File: src/include/core_params.svh
// ====================
// core parameters
// widths, memory size and reset vector for the fetch subsystem
// ====================
`ifndef CORE_PARAMS_SVH
`define CORE_PARAMS_SVH

// ====================
// datapath
// ====================
// data and address width
`define CORE_XLEN 32

// ====================
// memory
// ====================
// word address bits, 256 words
`define CORE_MEM_AW 8
`define CORE_MEM_DEPTH (1 << `CORE_MEM_AW)

// ====================
// program counter
// ====================
// first fetch address after reset
`define CORE_RESET_PC 32'h0000_0000

`endif

File: src/hw/core_pkg.sv
// ====================
// core types
// opcodes, instruction formats and the fetch output payload
// ====================
`default_nettype none

`include "core_params.svh"

package core_pkg;

	// ====================
	// opcodes
	// ====================
	typedef enum logic [5:0] {
		OP_RTYPE = 6'h00,
		OP_J     = 6'h02,
		OP_JAL   = 6'h03,
		OP_BEQ   = 6'h04,
		OP_BNE   = 6'h05
	} opcode_e;

	// function field of jr
	localparam logic [5:0] FUNCT_JR = 6'h08;

	// ====================
	// formats
	// ====================
	typedef struct packed {
		opcode_e    opcode;
		logic [4:0] rs;
		logic [4:0] rt;
		logic [4:0] rd;
		logic [4:0] shamt;
		logic [5:0] funct;
	} r_fmt_t;

	typedef struct packed {
		opcode_e     opcode;
		logic [4:0]  rs;
		logic [4:0]  rt;
		logic [15:0] imm;
	} i_fmt_t;

	typedef struct packed {
		opcode_e     opcode;
		logic [25:0] target;
	} j_fmt_t;

	// one word, three views
	typedef union packed {
		r_fmt_t r;
		i_fmt_t i;
		j_fmt_t j;
	} instr_u;

	// handed downstream by the fetch unit
	typedef struct packed {
		logic [`CORE_XLEN-1:0] pc;
		logic [`CORE_XLEN-1:0] pc4;
		instr_u                instr;
	} fetch_out_t;

endpackage

`default_nettype wire

File: src/hw/branch_resolver.sv
// ====================
// branch resolver
// picks the next pc from the instruction being handed over
// ====================
`default_nettype none

`include "core_params.svh"

module branch_resolver (
	input  core_pkg::fetch_out_t  i_out,
	input  logic                  i_cmp_eq,
	input  logic [`CORE_XLEN-1:0] i_jr_addr,
	output logic [`CORE_XLEN-1:0] o_next_pc
);

	// ====================
	// decode
	// ====================
	core_pkg::instr_u ins;
	logic [`CORE_XLEN-1:0] j_target;
	logic [`CORE_XLEN-1:0] b_offset;
	logic [`CORE_XLEN-1:0] b_target;
	logic is_jr;
	logic b_taken;

	assign ins = i_out.instr;

	// region of pc+4 joined with the word target
	assign j_target = {i_out.pc4[`CORE_XLEN-1:`CORE_XLEN-4], ins.j.target, 2'b00};

	// sign extended word offset, relative to pc+4
	assign b_offset = {{(`CORE_XLEN-18){ins.i.imm[15]}}, ins.i.imm, 2'b00};
	assign b_target = i_out.pc4 + b_offset;

	assign is_jr = (ins.r.opcode == core_pkg::OP_RTYPE) &&
		(ins.r.funct == core_pkg::FUNCT_JR);

	// beq on equal, bne on not equal
	assign b_taken = ((ins.i.opcode == core_pkg::OP_BEQ) && i_cmp_eq) ||
		((ins.i.opcode == core_pkg::OP_BNE) && !i_cmp_eq);

	// ====================
	// next pc select
	// ====================
	always_comb begin
		o_next_pc = i_out.pc4;
		if ((ins.j.opcode == core_pkg::OP_J) || (ins.j.opcode == core_pkg::OP_JAL)) begin
			o_next_pc = j_target;
		end else if (is_jr) begin
			o_next_pc = i_jr_addr;
		end else if (b_taken) begin
			o_next_pc = b_target;
		end
	end

endmodule

`default_nettype wire

File: config.mk
export PLATFORM = sky130hd
export DESIGN_NAME = branch_resolver
export DESIGN_NICKNAME = d
export VERILOG_FILES = /design/src/hw/core_pkg.sv /design/src/hw/branch_resolver.sv
export VERILOG_INCLUDE_DIRS = /design/src /design/src/include
export SDC_FILE = /design/constraint.sdc
export NUM_CORES = 1
export LEC_CHECK = 0
export ABC_CLOCK_PERIOD_IN_PS = 2900
export BUFFER_PORTS_ARGS = -buffer_cell sky130_fd_sc_hd__buf_2
export CAP_MARGIN = 20
export CELL_PAD_IN_SITES_DETAIL_PLACEMENT = 0
export CELL_PAD_IN_SITES_GLOBAL_PLACEMENT = 1
export CORE_MARGIN = 2
export CORE_UTILIZATION = 26
export DETAILED_ROUTE_END_ITERATION = 7
export PLACE_DENSITY = 0.79
export SLEW_MARGIN = 10
export SYNTH_ARGS = -nofsm -noshare
export SYNTH_HDL_FRONTEND = slang
export SYNTH_SLANG_ARGS = --single-unit
File: constraint.sdc
create_clock -name vclk -period 2.9
set_input_delay 0.435 -clock vclk [all_inputs]
set_output_delay 0.435 -clock vclk [all_outputs]
set_load 0.1 [all_outputs]
==> run summary <==
Power Density: 230 nW/um^2
Critical Path Fanout Max: 4
Antenna violations before repair: 1
Syn_nets: 538
Max IR drop VDD: 0.000163 V
Die Span X: 101 um
Top-Level Pins: 161
Area of the die: 10200 um^2
Sw Share: 0.541
FF+latch count: 0
RePlAce Congestion: 0.919
Most frequent cells in the layout: buf_4, buf_2, nand2_1
Power share of the clock group: 0
Net count, final: 764
Via count: 3864
Pleak: 2.42 nW
Register area share after synthesis: 0
RSZ-0062 raised after global routing: yes
Total GRT Usage: 0.224
Post-synthesis xor/xnor area fraction: 0.0678
Critical Path Start Type: input pin
Post-synthesis mux area share: 0.0224
Int Power: 0.000583 W
WP data required: 2.47 ns
Detailed-router iteration count before antenna repair: 4
Final HPWL DP: 9490 um
Final period util: 1.11
Max-Cap Viols: 0
# rows: 35
Number of distinct library cells after synthesis: 57
Layout cells sized above 1: 0.582
Ys Warns: 0
Flop pwr share: 0
Diodes inserted: 0
Crit path capture type: output pin
First-pass GRT wire length: 18800 um
Hold_sp: i_jr_addr[31]
Hold Worst Slack: 1.28 ns
Setup TNS: -4.30 ns
Pins over their slew limit: 0
Most common cell after layout, fill and taps aside: buf_4
Failing checks: negative setup slack
CP startpoint: i_out[0]
Register area: 0 um^2
Final core utilization: 0.599
CP Class: in -> out
Status: finished with violations
Slew @ Worst Pin: 0.851 ns
Synth Area in Compound Gates: 0.453
Syn Area/Cell: 6.48 um^2
Number of routed nets with antenna violations: 0
Core area: 9200 um^2
Overall Power: 0.00127 W
Largest family of logic cells by synthesized area: compound AO/OA/AOI/OAI gates
Count of final hold-check violations: 0
Clock buffer count: 0
Starting Density: 0.267
Power share of the combinational group: 1.000
Peak Freq: 0.310 GHz
Slew margin rel.: 0.431
Die H: 101 um
GR Overflow Total: 0
Synthesis-to-layout area growth: 124%
Drt wl/cell: 16.3 um
Total wire length: 11600 um
Post-synthesis simple-gate area fraction: 0.257
Post-Synth Adder-Cell Area: 0.156
Port Buffers: 129
# fillers: 796
Largest net degree at the start of global routing: 23
# DRC: 0
Number of global-route vias before repair: 3948
Setup Viol. Count Final: 23
Fin crit period: 3.22 ns
Worst Path Arrival: 2.79 ns
Post-Syn Instances: 379
P_sw: 0.000686 W
DRT iter0 DRCs: 82
Worst hold path type: in -> out
Post-synth design cell area: 2460 um^2
Final worst-path setup slack: -0.324 ns
Vias per cell: 5.41
-- area by class of cell --
class,count,area (um^2),area share
inverter,6,22.5,0.00409
tap,111,139,0.0252
multi-input combinational,352,3260,0.592
timing repair buffer,245,2090,0.379
-- metal layers --
layer	part of all wire	vias to the layer above	track usage
li1	-	1928	-
met1	0.44	1806	0.287
met2	0.50	114	0.418
met3	0.051	14	0.0159
met4	0.0093	2	0.0301
met5	0.0016	-	0
-- worst max-delay path, stage by stage --
cell and delay, ns:
buf_8 0.10, ha_4 0.16, fa_2 0.35, a21o_1 0.18, nand4_1 0.17, a31oi_4 0.12, a31o_4 0.28, a31o_4 0.25
a21oi_4 0.17, a22oi_2 0.09, mux2_4 0.32, buf_12 0.17
-- through the flow --
| stage | setup WS [ns] | instance area, um^2 | cells |
|---|---|---|---|
| 2_1_floorplan | -0.473 | 3070 | 379 |
| 3_3_place_gp | -0.386 | 5020 | 704 |
| 3_5_place_dp | -0.405 | 5020 | 704 |
| 4_1_cts | -0.317 | 5360 | 712 |
| 5_1_grt | -0.406 | 5510 | 714 |
| 6_report | -0.324 | 5510 | 714 |
-- worst paths after layout --
path | endpoint | cells after the start
setup / recovery | o_next_pc[30] | 12
hold / removal | o_next_pc[31] | 3
-- power by group through the flow --
stage / registers [W] / logic (W) / clock network [W]
final: 0 / 0.00127 / 0
after global routing: 0 / 0.00135 / 0
after CTS: 0 / 0.00123 / 0
after detailed placement: 0 / 0.00115 / 0
after global placement: 0 / 0.00114 / 0
after floorplan: 0 / 0.000696 / 0
-- kinds of logic after synthesis --
kind of cell,Yosys count
and+or+nand+nor,131
xor gates and xnor gates,19
buffers and inverters,27
adders and majority gates,30
AOI/OAI and AO/OA,167
muxes,5
-- timing repair --
action / in CTS / in global routing
resized for setup: 60 / 29
buffers inserted: 10 / 4
pin swaps: 32 / 34
setup endpoints to repair: 22 / 25
hold buffers: 0 / 0
-- synthesized netlist by cell type (all sizes together) (10+ instances only) --
cell | instances | area (um^2)
a21oi | 44 | 231
nand3 | 11 | 55.1
o21ai | 33 | 165
o211ai | 11 | 82.6
a21o | 15 | 113
clkbuf | 20 | 75.1
xnor2 | 10 | 87.6
nand2 | 50 | 188
nor2 | 23 | 86.3
ha | 29 | 363
o22ai | 11 | 68.8
No activity file was read; power rests on OpenSTA's default activity.
