[src/include/core_params.svh]
// ====================
// core parameters
// widths, memory size and reset vector for the fetch subsystem
// ====================
`ifndef CORE_PARAMS_SVH
`define CORE_PARAMS_SVH

// ====================
// datapath
// ====================
// data and address width
`define CORE_XLEN 32

// ====================
// memory
// ====================
// word address bits, 256 words
`define CORE_MEM_AW 8
`define CORE_MEM_DEPTH (1 << `CORE_MEM_AW)

// ====================
// program counter
// ====================
// first fetch address after reset
`define CORE_RESET_PC 32'h0000_0000

`endif

[src/hw/bus_pkg.sv]
// ====================
// memory bus types
// request and response payloads shared by the arbiter and its peers
// ====================
`default_nettype none

`include "core_params.svh"

package bus_pkg;

	// ====================
	// request
	// ====================
	// byte address, word aligned
	// wr set means a write of wdata, clear means a read
	typedef struct packed {
		logic                  wr;
		logic [`CORE_XLEN-1:0] addr;
		logic [`CORE_XLEN-1:0] wdata;
	} mem_req_t;

	// ====================
	// response
	// ====================
	// read data, valid one cycle after the grant
	typedef struct packed {
		logic [`CORE_XLEN-1:0] rdata;
	} mem_rsp_t;

endpackage

`default_nettype wire

[src/hw/mem_arbiter.sv]
// ====================
// memory arbiter
// round-robin between fetch and host, responses routed by owner id
// ====================
`default_nettype none

module mem_arbiter (
	input  logic              i_clk,
	input  logic              i_nrst,
	// fetch port
	input  logic              i_f_valid,
	output logic              o_f_ready,
	input  bus_pkg::mem_req_t i_f_req,
	output logic              o_f_rsp_valid,
	output bus_pkg::mem_rsp_t o_f_rsp,
	// host port
	input  logic              i_h_valid,
	output logic              o_h_ready,
	input  bus_pkg::mem_req_t i_h_req,
	output logic              o_h_rsp_valid,
	output bus_pkg::mem_rsp_t o_h_rsp,
	// ram side
	output logic              o_ram_en,
	output bus_pkg::mem_req_t o_ram_req,
	input  bus_pkg::mem_rsp_t i_ram_rsp
);

	// ====================
	// state
	// ====================
	// ptr set gives the host priority
	logic ptr_q;
	logic pending_q;
	// owner of the access in flight, set for host
	logic owner_q;
	logic f_grant;
	logic h_grant;

	// ====================
	// grant
	// ====================
	// at most one ready when both are valid
	assign o_f_ready = !pending_q && !(i_h_valid && ptr_q);
	assign o_h_ready = !pending_q && !(i_f_valid && !ptr_q);

	assign f_grant = i_f_valid && o_f_ready;
	assign h_grant = i_h_valid && o_h_ready;

	assign o_ram_en  = f_grant || h_grant;
	assign o_ram_req = f_grant ? i_f_req : i_h_req;

	always_ff @(posedge i_clk, negedge i_nrst) begin
		if (!i_nrst) begin
			ptr_q     <= 1'b0;
			pending_q <= 1'b0;
			owner_q   <= 1'b0;
		end else begin
			// response always comes back the next cycle
			pending_q <= f_grant || h_grant;
			if (f_grant || h_grant) begin
				// favour the other side next time
				ptr_q   <= f_grant;
				owner_q <= h_grant;
			end
		end
	end

	// ====================
	// response routing
	// ====================
	assign o_f_rsp_valid = pending_q && !owner_q;
	assign o_h_rsp_valid = pending_q && owner_q;

	assign o_f_rsp = o_f_rsp_valid ? i_ram_rsp : '0;
	assign o_h_rsp = o_h_rsp_valid ? i_ram_rsp : '0;

endmodule

`default_nettype wire

[config.mk]
export PLATFORM = sky130hd
export DESIGN_NAME = mem_arbiter
export DESIGN_NICKNAME = d
export VERILOG_FILES = /design/src/hw/bus_pkg.sv /design/src/hw/mem_arbiter.sv
export VERILOG_INCLUDE_DIRS = /design/src /design/src/include
export SDC_FILE = /design/constraint.sdc
export NUM_CORES = 1
export LEC_CHECK = 0
export BUFFER_PORTS_ARGS = -buffer_cell sky130_fd_sc_hd__buf_2
export CORE_AREA = 2 2 115 117
export DETAILED_ROUTE_END_ITERATION = 16
export DIE_AREA = 0 0 117 119
export MAX_ROUTING_LAYER = met4
export PLACE_DENSITY_LB_ADDON = 0.12
export SLEW_MARGIN = 20
export SYNTH_ARGS = -nofsm -noshare
export SYNTH_HDL_FRONTEND = slang
export SYNTH_SLANG_ARGS = --single-unit
export TNS_END_PERCENT = 20
[constraint.sdc]
create_clock -name i_clk -period 2.3 [get_ports i_clk]
set_input_delay 0.115 -clock i_clk [delete_from_list [all_inputs] [get_ports i_clk]]
set_output_delay 0.115 -clock i_clk [all_outputs]
set_load 0.01 [all_outputs]
==> summary.md <==
| Metric | Value |
|---|---|
| Status | `complete, no violations` |
| Hold/Removal Path Class | `input pin to flip-flop` |
| Worst clock skew | `0.00375 ns` |
| EDFF count, synth | `0` |
| Die footprint | `0.0139 mm^2` |
| Final Hold Fails | `0` |
| Setup crit start kind | `flip-flop` |
| Clock transition at path regs | `0.03 ns` |
| Vias in the first global route | `2192` |
| Post-synth top cells | `mux2_4 (50), and2_1 (33), and3_1 (32), mux2_2 (15), clkbuf_1 (10)` |
| Warnings, synthesis | `0` |
| Met3 wire length | `752 um` |
| Core area | `0.0129 mm^2` |
| Grt total ovfl | `0` |
| Dpl cells | `625` |
| Delay of the slowest critical-path stage | `0.37 ns` |
| Most instantiated library cell after synthesis | `mux2_4` |
| IO Count | `300` |
| Synth Net Count | `328` |
| Drt first-iter violations | `78` |
| Clk buf depth | `2` |
| RSZ-0062 raised after global routing | `no` |
| Layout Nets | `621` |
| Top post-synthesis cells by area | `mux2_4 (47%), and2_1 (13%), and3_1 (13%)` |
| Net switching power | `0.000540 W` |
| Post-CTS Resized | `0` |
| GP Congestion | `0.756` |
| Post-Route M1 WL | `3020 um` |
| Seq pwr share | `5.4%` |
| Synth top area share | `47.5%` |
| Buffers on Ports | `299` |
| Fillers | `1422` |
| Area Overhead vs Synth | `112%` |
| Non-Filler Instances | `630` |
| DRC | `0` |
| Via count | `2366` |
| Die height | `119 um` |
| Comb power frac | `74.0%` |
| First-pass GRT wire length | `11800 um` |
| Hold buffers post-CTS | `1` |
| Fin. max-slew vios | `0` |
| Hpwl dp | `7570 um` |
| FF+latch area | `75.1 um^2` |
| Async set or reset register ratio after synthesis | `100%` |
| Minimum clock period | `1.89 ns` |
| Average vias per placed instance | `3.76` |
| Met2 Routed Length | `4960 um` |
| Register area share after synthesis | `4.75%` |
| Root buf cell | `clkbuf_16` |
| Share of cells above drive strength 1 | `82.4%` |
| Synthesized flop and latch total | `3` |
| DIE WIDTH | `117 um` |
| Top Layer Used | `met4` |
| Crit-path slowest cell | `dfrtp_1` |
| Worst slew margin | `80.7%` |
| Area leader, netlist | `mux2_4` |
| Slew @ Worst Pin | `0.290 ns` |
| Switching Share | `39.4%` |
| Total GRT Usage | `11.3%` |
| Setup TNS | `0 ns` |
| CTS sink count | `3` |
| Mapped Cells | `162` |
| CTS Buf Count | `3` |
| Fmax | `0.530 GHz` |
| Synth unique cells | `16` |
| Clock Latency Late Sink | `0.23 ns` |
| H-Tree Depth | `1` |
| Worst vdd rail ir drop | `0.308 mV` |
| Syn Area/Cell | `9.76 um^2` |
| Routed len/inst | `14.0 um` |
| Starting density of the core | `12.3%` |
| Row Count | `42` |
| Pleak | `2.21 nW` |
| Pin count of the biggest net entering global routing | `39` |
| Pwr/cell area | `409 mW/mm^2` |
| Main synth FF type | `dfrtp_1` |
| Final setup vio count | `0` |
| Hold slack | `0.171 ns` |
| Post-Route WL | `8790 um` |
| CTS tree | `done` |
| CP Max Fanout | `33` |
| Multi-input gate area | `0.00140 mm^2` |
| Worst Path Class, Setup | `flip-flop to output pin` |
| Int Pwr | `0.000830 W` |
| Max Cap Viol | `0` |
| Drt first pass iters | `4` |
| Final period util | `82.0%` |
| Pwr Total | `0.00137 W` |
| Critical path required time | `2.18 ns` |
| Worst EP arrival | `1.77 ns` |
| Final ANT Viol Nets | `0` |
| Antenna Cells | `0` |
| Crit. End Element | `output pin` |
| Post CTS Setup Buffer Count | `0` |
| Initial antenna violation count | `0` |
| Cell area after synthesis | `0.00158 mm^2` |
| Worst-path cell chain | `nand2_1 > nand2_4 > buf_12 > mux2_2 > buf_2` |
| Clock power frac | `20.5%` |
-- layer usage --
layer,global-route usage [%],up-vias
li1,-,1157
met1,10.8,1067
met2,23.3,138
met3,1.68,4
met4,1.99,0
met5,-,-
-- kinds of logic after synthesis --
| group | after synthesis | share of synthesized area (%) |
|---|---|---|
| AO/OA/AOI/OAI | 4 | 1.74 |
| AND/OR/NAND/NOR | 71 | 27.9 |
| buffers and inverters | 19 | 7.44 |
| multiplexers | 65 | 58.1 |
| flip-flops | 3 | 4.75 |
-- worst max-delay path, delay by kind of cell, from the launching register on --
kind	cells	cell delay [ns]
buffers and inverters	2	0.42
flip-flops	1	0.37
multiplexers	1	0.36
AND/OR/NAND/NOR	2	0.34
-- cell type report --
class | count | share of cell area (%)
Multi-Input combinational cell | 140 | 41.7
Tap cell | 176 | 6.58
Clock buffer | 4 | 2.36
Timing Repair Buffer | 305 | 46.9
Inverter | 2 | 0.224
Sequential cell | 3 | 2.24
-- power by group through the flow --
stage               logic (W)  clock network, W  registers (W)
finish                0.00101          0.000281      0.0000746
global route          0.00110          0.000295      0.0000769
CTS                   0.00104          0.000282      0.0000746
detailed placement    0.00103                 0      0.0000752
global placement      0.00103                 0      0.0000742
floorplan            0.000582                 0      0.0000768
-- worst paths after layout --
check | from | to | slack (ns) | depth (start not counted)
worst min-delay path | i_h_valid | owner_q | 0.17 | 2
worst max register to register | pending_q | owner_q | 1.21 | 3
min in group asynchronous | i_nrst | pending_q | 0.21 | 2
worst min register to register | ptr_q | ptr_q | 0.54 | 1
worst max-delay path | ptr_q | o_ram_req[0] | 0.41 | 5
max in group asynchronous | i_nrst | ptr_q | 1.97 | 2
-- registers in the layout, indices dropped and copies added (netlist names) --
name       cells
owner_q        1
pending_q      1
ptr_q          1
-- metrics by stage --
step	util, %	setup slack [ns]	instance area [um^2]
4_1_cts	26.0	0.404	3350
3_3_place_gp	25.3	0.654	3260
3_5_place_dp	25.3	0.649	3260
2_1_floorplan	-	0.998	1580
6_report	26.0	0.413	3350
5_1_grt	26.0	0.315	3350
-- cell usage in the layout (no fill, tap or decap), drive strengths merged --
cell         Yosys  layout
dfrtp            3       3
and2            33      33
clkbuf          10       4
mux2            65      65
nand2            2       2
a21oi            2       2
buf              7     304
dlygate4sd3      0       1
and3            32      32
nor2             2       2
o2bb2ai          1       1
nor2b            2       2
inv              2       2
o22a             1       1
No activity file was read; power rests on OpenSTA's default activity.
