--- config.mk ---
export PLATFORM = sky130hd
export DESIGN_NAME = fetch_unit
export DESIGN_NICKNAME = d
export VERILOG_FILES = /design/src/hw/bus_pkg.sv /design/src/hw/core_pkg.sv /design/src/hw/fetch_unit.sv
export VERILOG_INCLUDE_DIRS = /design/src /design/src/include
export SDC_FILE = /design/constraint.sdc
export NUM_CORES = 1
export LEC_CHECK = 0
export BUFFER_PORTS_ARGS = -buffer_cell sky130_fd_sc_hd__clkbuf_2
export CORE_MARGIN = 1
export CORE_UTILIZATION = 50
export CTS_CLUSTER_DIAMETER = 80
export DETAILED_ROUTE_END_ITERATION = 10
export GPL_TIMING_DRIVEN = 1
export PLACE_DENSITY = 0.86
export SKIP_LAST_GASP = 1
export SYNTH_ARGS = -nofsm -noshare
export SYNTH_HDL_FRONTEND = slang
export SYNTH_SLANG_ARGS = --single-unit
--- constraint.sdc ---
create_clock -name i_clk -period 8.8 [get_ports i_clk]
set_input_delay 0.88 -clock i_clk [delete_from_list [all_inputs] [get_ports i_clk]]
set_output_delay 0.88 -clock i_clk [all_outputs]
set_load 0.1 [all_outputs]
--- src/include/core_params.svh ---
// ====================
// core parameters
// widths, memory size and reset vector for the fetch subsystem
// ====================
`ifndef CORE_PARAMS_SVH
`define CORE_PARAMS_SVH

// ====================
// datapath
// ====================
// data and address width
`define CORE_XLEN 32

// ====================
// memory
// ====================
// word address bits, 256 words
`define CORE_MEM_AW 8
`define CORE_MEM_DEPTH (1 << `CORE_MEM_AW)

// ====================
// program counter
// ====================
// first fetch address after reset
`define CORE_RESET_PC 32'h0000_0000

`endif

--- src/hw/bus_pkg.sv ---
// ====================
// memory bus types
// request and response payloads shared by the arbiter and its peers
// ====================
`default_nettype none

`include "core_params.svh"

package bus_pkg;

	// ====================
	// request
	// ====================
	// byte address, word aligned
	// wr set means a write of wdata, clear means a read
	typedef struct packed {
		logic                  wr;
		logic [`CORE_XLEN-1:0] addr;
		logic [`CORE_XLEN-1:0] wdata;
	} mem_req_t;

	// ====================
	// response
	// ====================
	// read data, valid one cycle after the grant
	typedef struct packed {
		logic [`CORE_XLEN-1:0] rdata;
	} mem_rsp_t;

endpackage

`default_nettype wire

--- src/hw/core_pkg.sv ---
// ====================
// core types
// opcodes, instruction formats and the fetch output payload
// ====================
`default_nettype none

`include "core_params.svh"

package core_pkg;

	// ====================
	// opcodes
	// ====================
	typedef enum logic [5:0] {
		OP_RTYPE = 6'h00,
		OP_J     = 6'h02,
		OP_JAL   = 6'h03,
		OP_BEQ   = 6'h04,
		OP_BNE   = 6'h05
	} opcode_e;

	// function field of jr
	localparam logic [5:0] FUNCT_JR = 6'h08;

	// ====================
	// formats
	// ====================
	typedef struct packed {
		opcode_e    opcode;
		logic [4:0] rs;
		logic [4:0] rt;
		logic [4:0] rd;
		logic [4:0] shamt;
		logic [5:0] funct;
	} r_fmt_t;

	typedef struct packed {
		opcode_e     opcode;
		logic [4:0]  rs;
		logic [4:0]  rt;
		logic [15:0] imm;
	} i_fmt_t;

	typedef struct packed {
		opcode_e     opcode;
		logic [25:0] target;
	} j_fmt_t;

	// one word, three views
	typedef union packed {
		r_fmt_t r;
		i_fmt_t i;
		j_fmt_t j;
	} instr_u;

	// handed downstream by the fetch unit
	typedef struct packed {
		logic [`CORE_XLEN-1:0] pc;
		logic [`CORE_XLEN-1:0] pc4;
		instr_u                instr;
	} fetch_out_t;

endpackage

`default_nettype wire

--- src/hw/fetch_unit.sv ---
// ====================
// fetch unit
// pc register, one fetch in flight, registered output stage
// ====================
`default_nettype none

`include "core_params.svh"

module fetch_unit (
	input  logic                  i_clk,
	input  logic                  i_nrst,
	input  logic                  i_run,
	// memory request
	output logic                  o_req_valid,
	input  logic                  i_req_ready,
	output bus_pkg::mem_req_t     o_req,
	// memory response
	input  logic                  i_rsp_valid,
	input  bus_pkg::mem_rsp_t     i_rsp,
	// instruction out
	output logic                  o_out_valid,
	input  logic                  i_out_ready,
	output core_pkg::fetch_out_t  o_out,
	// from the resolver
	input  logic [`CORE_XLEN-1:0] i_next_pc
);

	typedef enum logic [1:0] {
		S_REQ,
		S_WAIT,
		S_HOLD
	} state_e;

	// ====================
	// registers
	// ====================
	state_e state_q;
	logic run_q;
	logic [`CORE_XLEN-1:0] pc_q;
	logic [`CORE_XLEN-1:0] pc4;
	core_pkg::fetch_out_t out_q;

	assign pc4 = pc_q + `CORE_XLEN'd4;

	// control
	always_ff @(posedge i_clk, negedge i_nrst) begin
		if (!i_nrst) begin
			state_q <= S_REQ;
			run_q   <= 1'b0;
			pc_q    <= `CORE_RESET_PC;
		end else begin
			// run is sticky once seen
			if (i_run) begin
				run_q <= 1'b1;
			end
			case (state_q)
				S_REQ: begin
					if (o_req_valid && i_req_ready) begin
						state_q <= S_WAIT;
					end
				end
				S_WAIT: begin
					if (i_rsp_valid) begin
						state_q <= S_HOLD;
					end
				end
				S_HOLD: begin
					// handshake, step to the resolved pc
					if (i_out_ready) begin
						state_q <= S_REQ;
						pc_q    <= i_next_pc;
					end
				end
				default: state_q <= S_REQ;
			endcase
		end
	end

	// pipe register, pc and pc+4 travel with the word
	always_ff @(posedge i_clk) begin
		if ((state_q == S_WAIT) && i_rsp_valid) begin
			out_q.pc    <= pc_q;
			out_q.pc4   <= pc4;
			out_q.instr <= i_rsp.rdata;
		end
	end

	// ====================
	// outputs
	// ====================
	assign o_req_valid = (state_q == S_REQ) && run_q;
	assign o_req.wr    = 1'b0;
	assign o_req.addr  = pc_q;
	assign o_req.wdata = '0;

	assign o_out_valid = (state_q == S_HOLD);
	assign o_out       = out_q;

endmodule

`default_nettype wire

==> reports/qor.yml <==
cts:
  cts_tree: "built"
  postCtsResizedCells: 0
  cts_buffers: 17
  clk_latency_ns: 0.52
  cts-root-buf: "clkbuf_8"
  cts_buffer_depth: 2
  cts.htree.levels: 4
  cts_setup_buffers: 0
  clkSlewWorstSetupHoldPaths_ns: 0.06
  ctsHoldBuffers: 0
  cts_sinks: 129
sta:
  min_period_ns: 2.520
  final-hold-violation-count: 0
  rsz0062_at_grt: "false"
  finalSetupViolations: 0
  worst_pin_slew_ns: 0.9074
  setup_tns_ns: 0
  drv_slew: 0
  layout_setup_ws_ns: 6.280
  slew_headroom_pct: 39.51
  period_share_pct: 28.63
  fin_skew_ns: 0.008915
  max_freq_mhz: 396.9
setup_path:
  startpoint_type: "register"
  crit_path_end_kind: "output port"
  crit_chain: "and2b_1 -> clkbuf_2"
  cp_data_required_time_ns: 7.92
  cp_max_fo: 4
  slowest_stage: "clkbuf_2"
  critical-path-max-stage-delay_ns: 0.47
  cp.arrival_ns: 1.64
  worstSetupPathType: "reg -> out"
synthesis:
  synth_cell_types: 27
  synth_area_leader_cell: "edfxtp_1"
  synth_top_area_share_pct: 56.40
  seq_area_frac_synth_pct: 73.90
  synth_area_mm2: 0.005005
  post_synth.cell_area_avg_um2: 16.91
  yosysWarningCount: 0
  ys_seq_elements: 129
  netlist_instances: 296
  synth_area_leaders: "edfxtp_1 (56%), dfrtp_1 (18%), mux2_2 (7.4%)"
grt:
  antenna_found_initial: 0
  grt_pass1_wl_um: 15290
  grt_usage_pct: 20.62
  grt_overflow: 0
  grt_max_degree: 68
  grt_pass1_vias: 2919
layout:
  num-nets-final: 576
  areaGrowthSynthToFinish_pct: 31.83
  diodes: 0
  drive_gt1_share_pct: 51.93
min_path:
  hold_path_class: "reg -> reg"
floorplanning:
  initial_core_util_pct: 51.44
  ioPinCount: 233
  rows: 36
  fp.dieW_um: 102.0
  core_area_mm2: 0.009729
  die_h_um: 102.0
  die_area_mm2: 0.01041
placed_design:
  dp_hpwl_um: 7517
  io_buffers: 199
  routabilityCongestion: 0.7516
  dp_slack_ns: 6.182
route:
  vias: 3122
  wl_um: 10530
  drc_errors: 0
  first_pass_iters: 4
  routedWlPerCell_um: 16.17
  final_antenna_net_count: 0
  drt-initial-drc-count: 128
  routed_via_density: 4.796
status:
  status: "complete, no violations"
run:
  max_cap_violations: 0
critical path: cells and delay by family (launching register included):
| family | cells | cell delay (ns) |
|---|---|---|
| and+or+nand+nor | 1 | 0.24 |
| DFF | 1 | 0.41 |
| buffers and inverters | 1 | 0.47 |
cell usage in the layout, fill, tap and decap left out, types with 3 or more instances in the layout:
cell type / instances
and3_1: 4
and4_1: 3
bufinv_16: 4
clkbuf_16: 16
clkbuf_2: 199
clkinv_1: 3
clkinvlp_4: 3
conb_1: 33
dfrtp_1: 35
edfxtp_1: 94
mux2_2: 33
nand2_1: 12
nand3_1: 11
nand4_1: 9
nand4b_1: 3
nor2_1: 6
xnor2_1: 23
xor2_1: 5
layer usage:
metal,GRT usage [%],wire [um]
met1,22.30,3790
met2,35.62,5665
met3,7.661,870
met4,10.22,200
met5,0,0
worst paths after layout:
kind,from,end,slack [ns],cells past startpoint
worst max-delay path,state_q[0],o_out_valid,6.28,2
worst min-delay path,state_q[1],state_q[0],0.47,1
worst max register to register,state_q[1],o_out[74],6.64,2
worst min register to register,state_q[1],state_q[0],0.47,1
max in group asynchronous,i_nrst,pc_q[5],7.75,1
min in group asynchronous,i_nrst,pc_q[25],0.49,1
final cells by class:
type	count	area, um2
clock inverter	15	190.2
sequential	129	3699
timing repair buffer	201	1011
clock buffer	17	414.1
inverter	2	7.507
multi-input combinational	154	1110
tap	133	166.4
fill	663	3132
synthesized netlist by cell type:
cell,instances
and4_1,3
and2b_1,1
xnor2_1,23
buf_4,39
inv_1,2
nand2b_1,1
or2_2,2
a21o_1,1
nor3b_1,1
conb_1,1
nor3_1,1
nand2_1,12
and3_1,4
ha_1,1
nand3_2,1
nor2_1,6
and3b_1,1
xor2_1,5
nand4_1,9
nor3_2,1
nand3_1,11
mux2_2,33
buf_2,4
dfrtp_1,35
nor4_4,1
nand4b_1,3
edfxtp_1,94
metrics by stage:
step,instances,hold slack (ns),util [%],cell area (um2)
final,651,0.4683,67.81,6598
after global routing,651,0.4948,67.81,6598
after CTS,651,0.4711,67.81,6598
after detailed placement,619,0.4598,61.60,5993
after global placement,619,0.4549,61.60,5993
after floorplan,328,0.4299,-,5125
cell families (layout without fill, tap and decap cells):
logic type      Yosys count  after routing  share of synthesized area (%)
other cells               1             33                        0.07493
simple gates             58             58                          6.900
flops                   129            129                          73.90
compound gates            1              1                         0.1501
fa+ha+maj                 1              1                         0.2500
mux                      33             33                          7.425
xor+xnor                 28             28                          4.900
buf+inv                  45            235                          6.400
sequential cells by signal, summed over array words and instances, names as in the netlist:
register,cells
o_out,94
pc_q,32
run_q,1
state_q,2
Power is not shown: default switching activity piles up to over one toggle a cycle in this logic, so the estimate is an artifact.
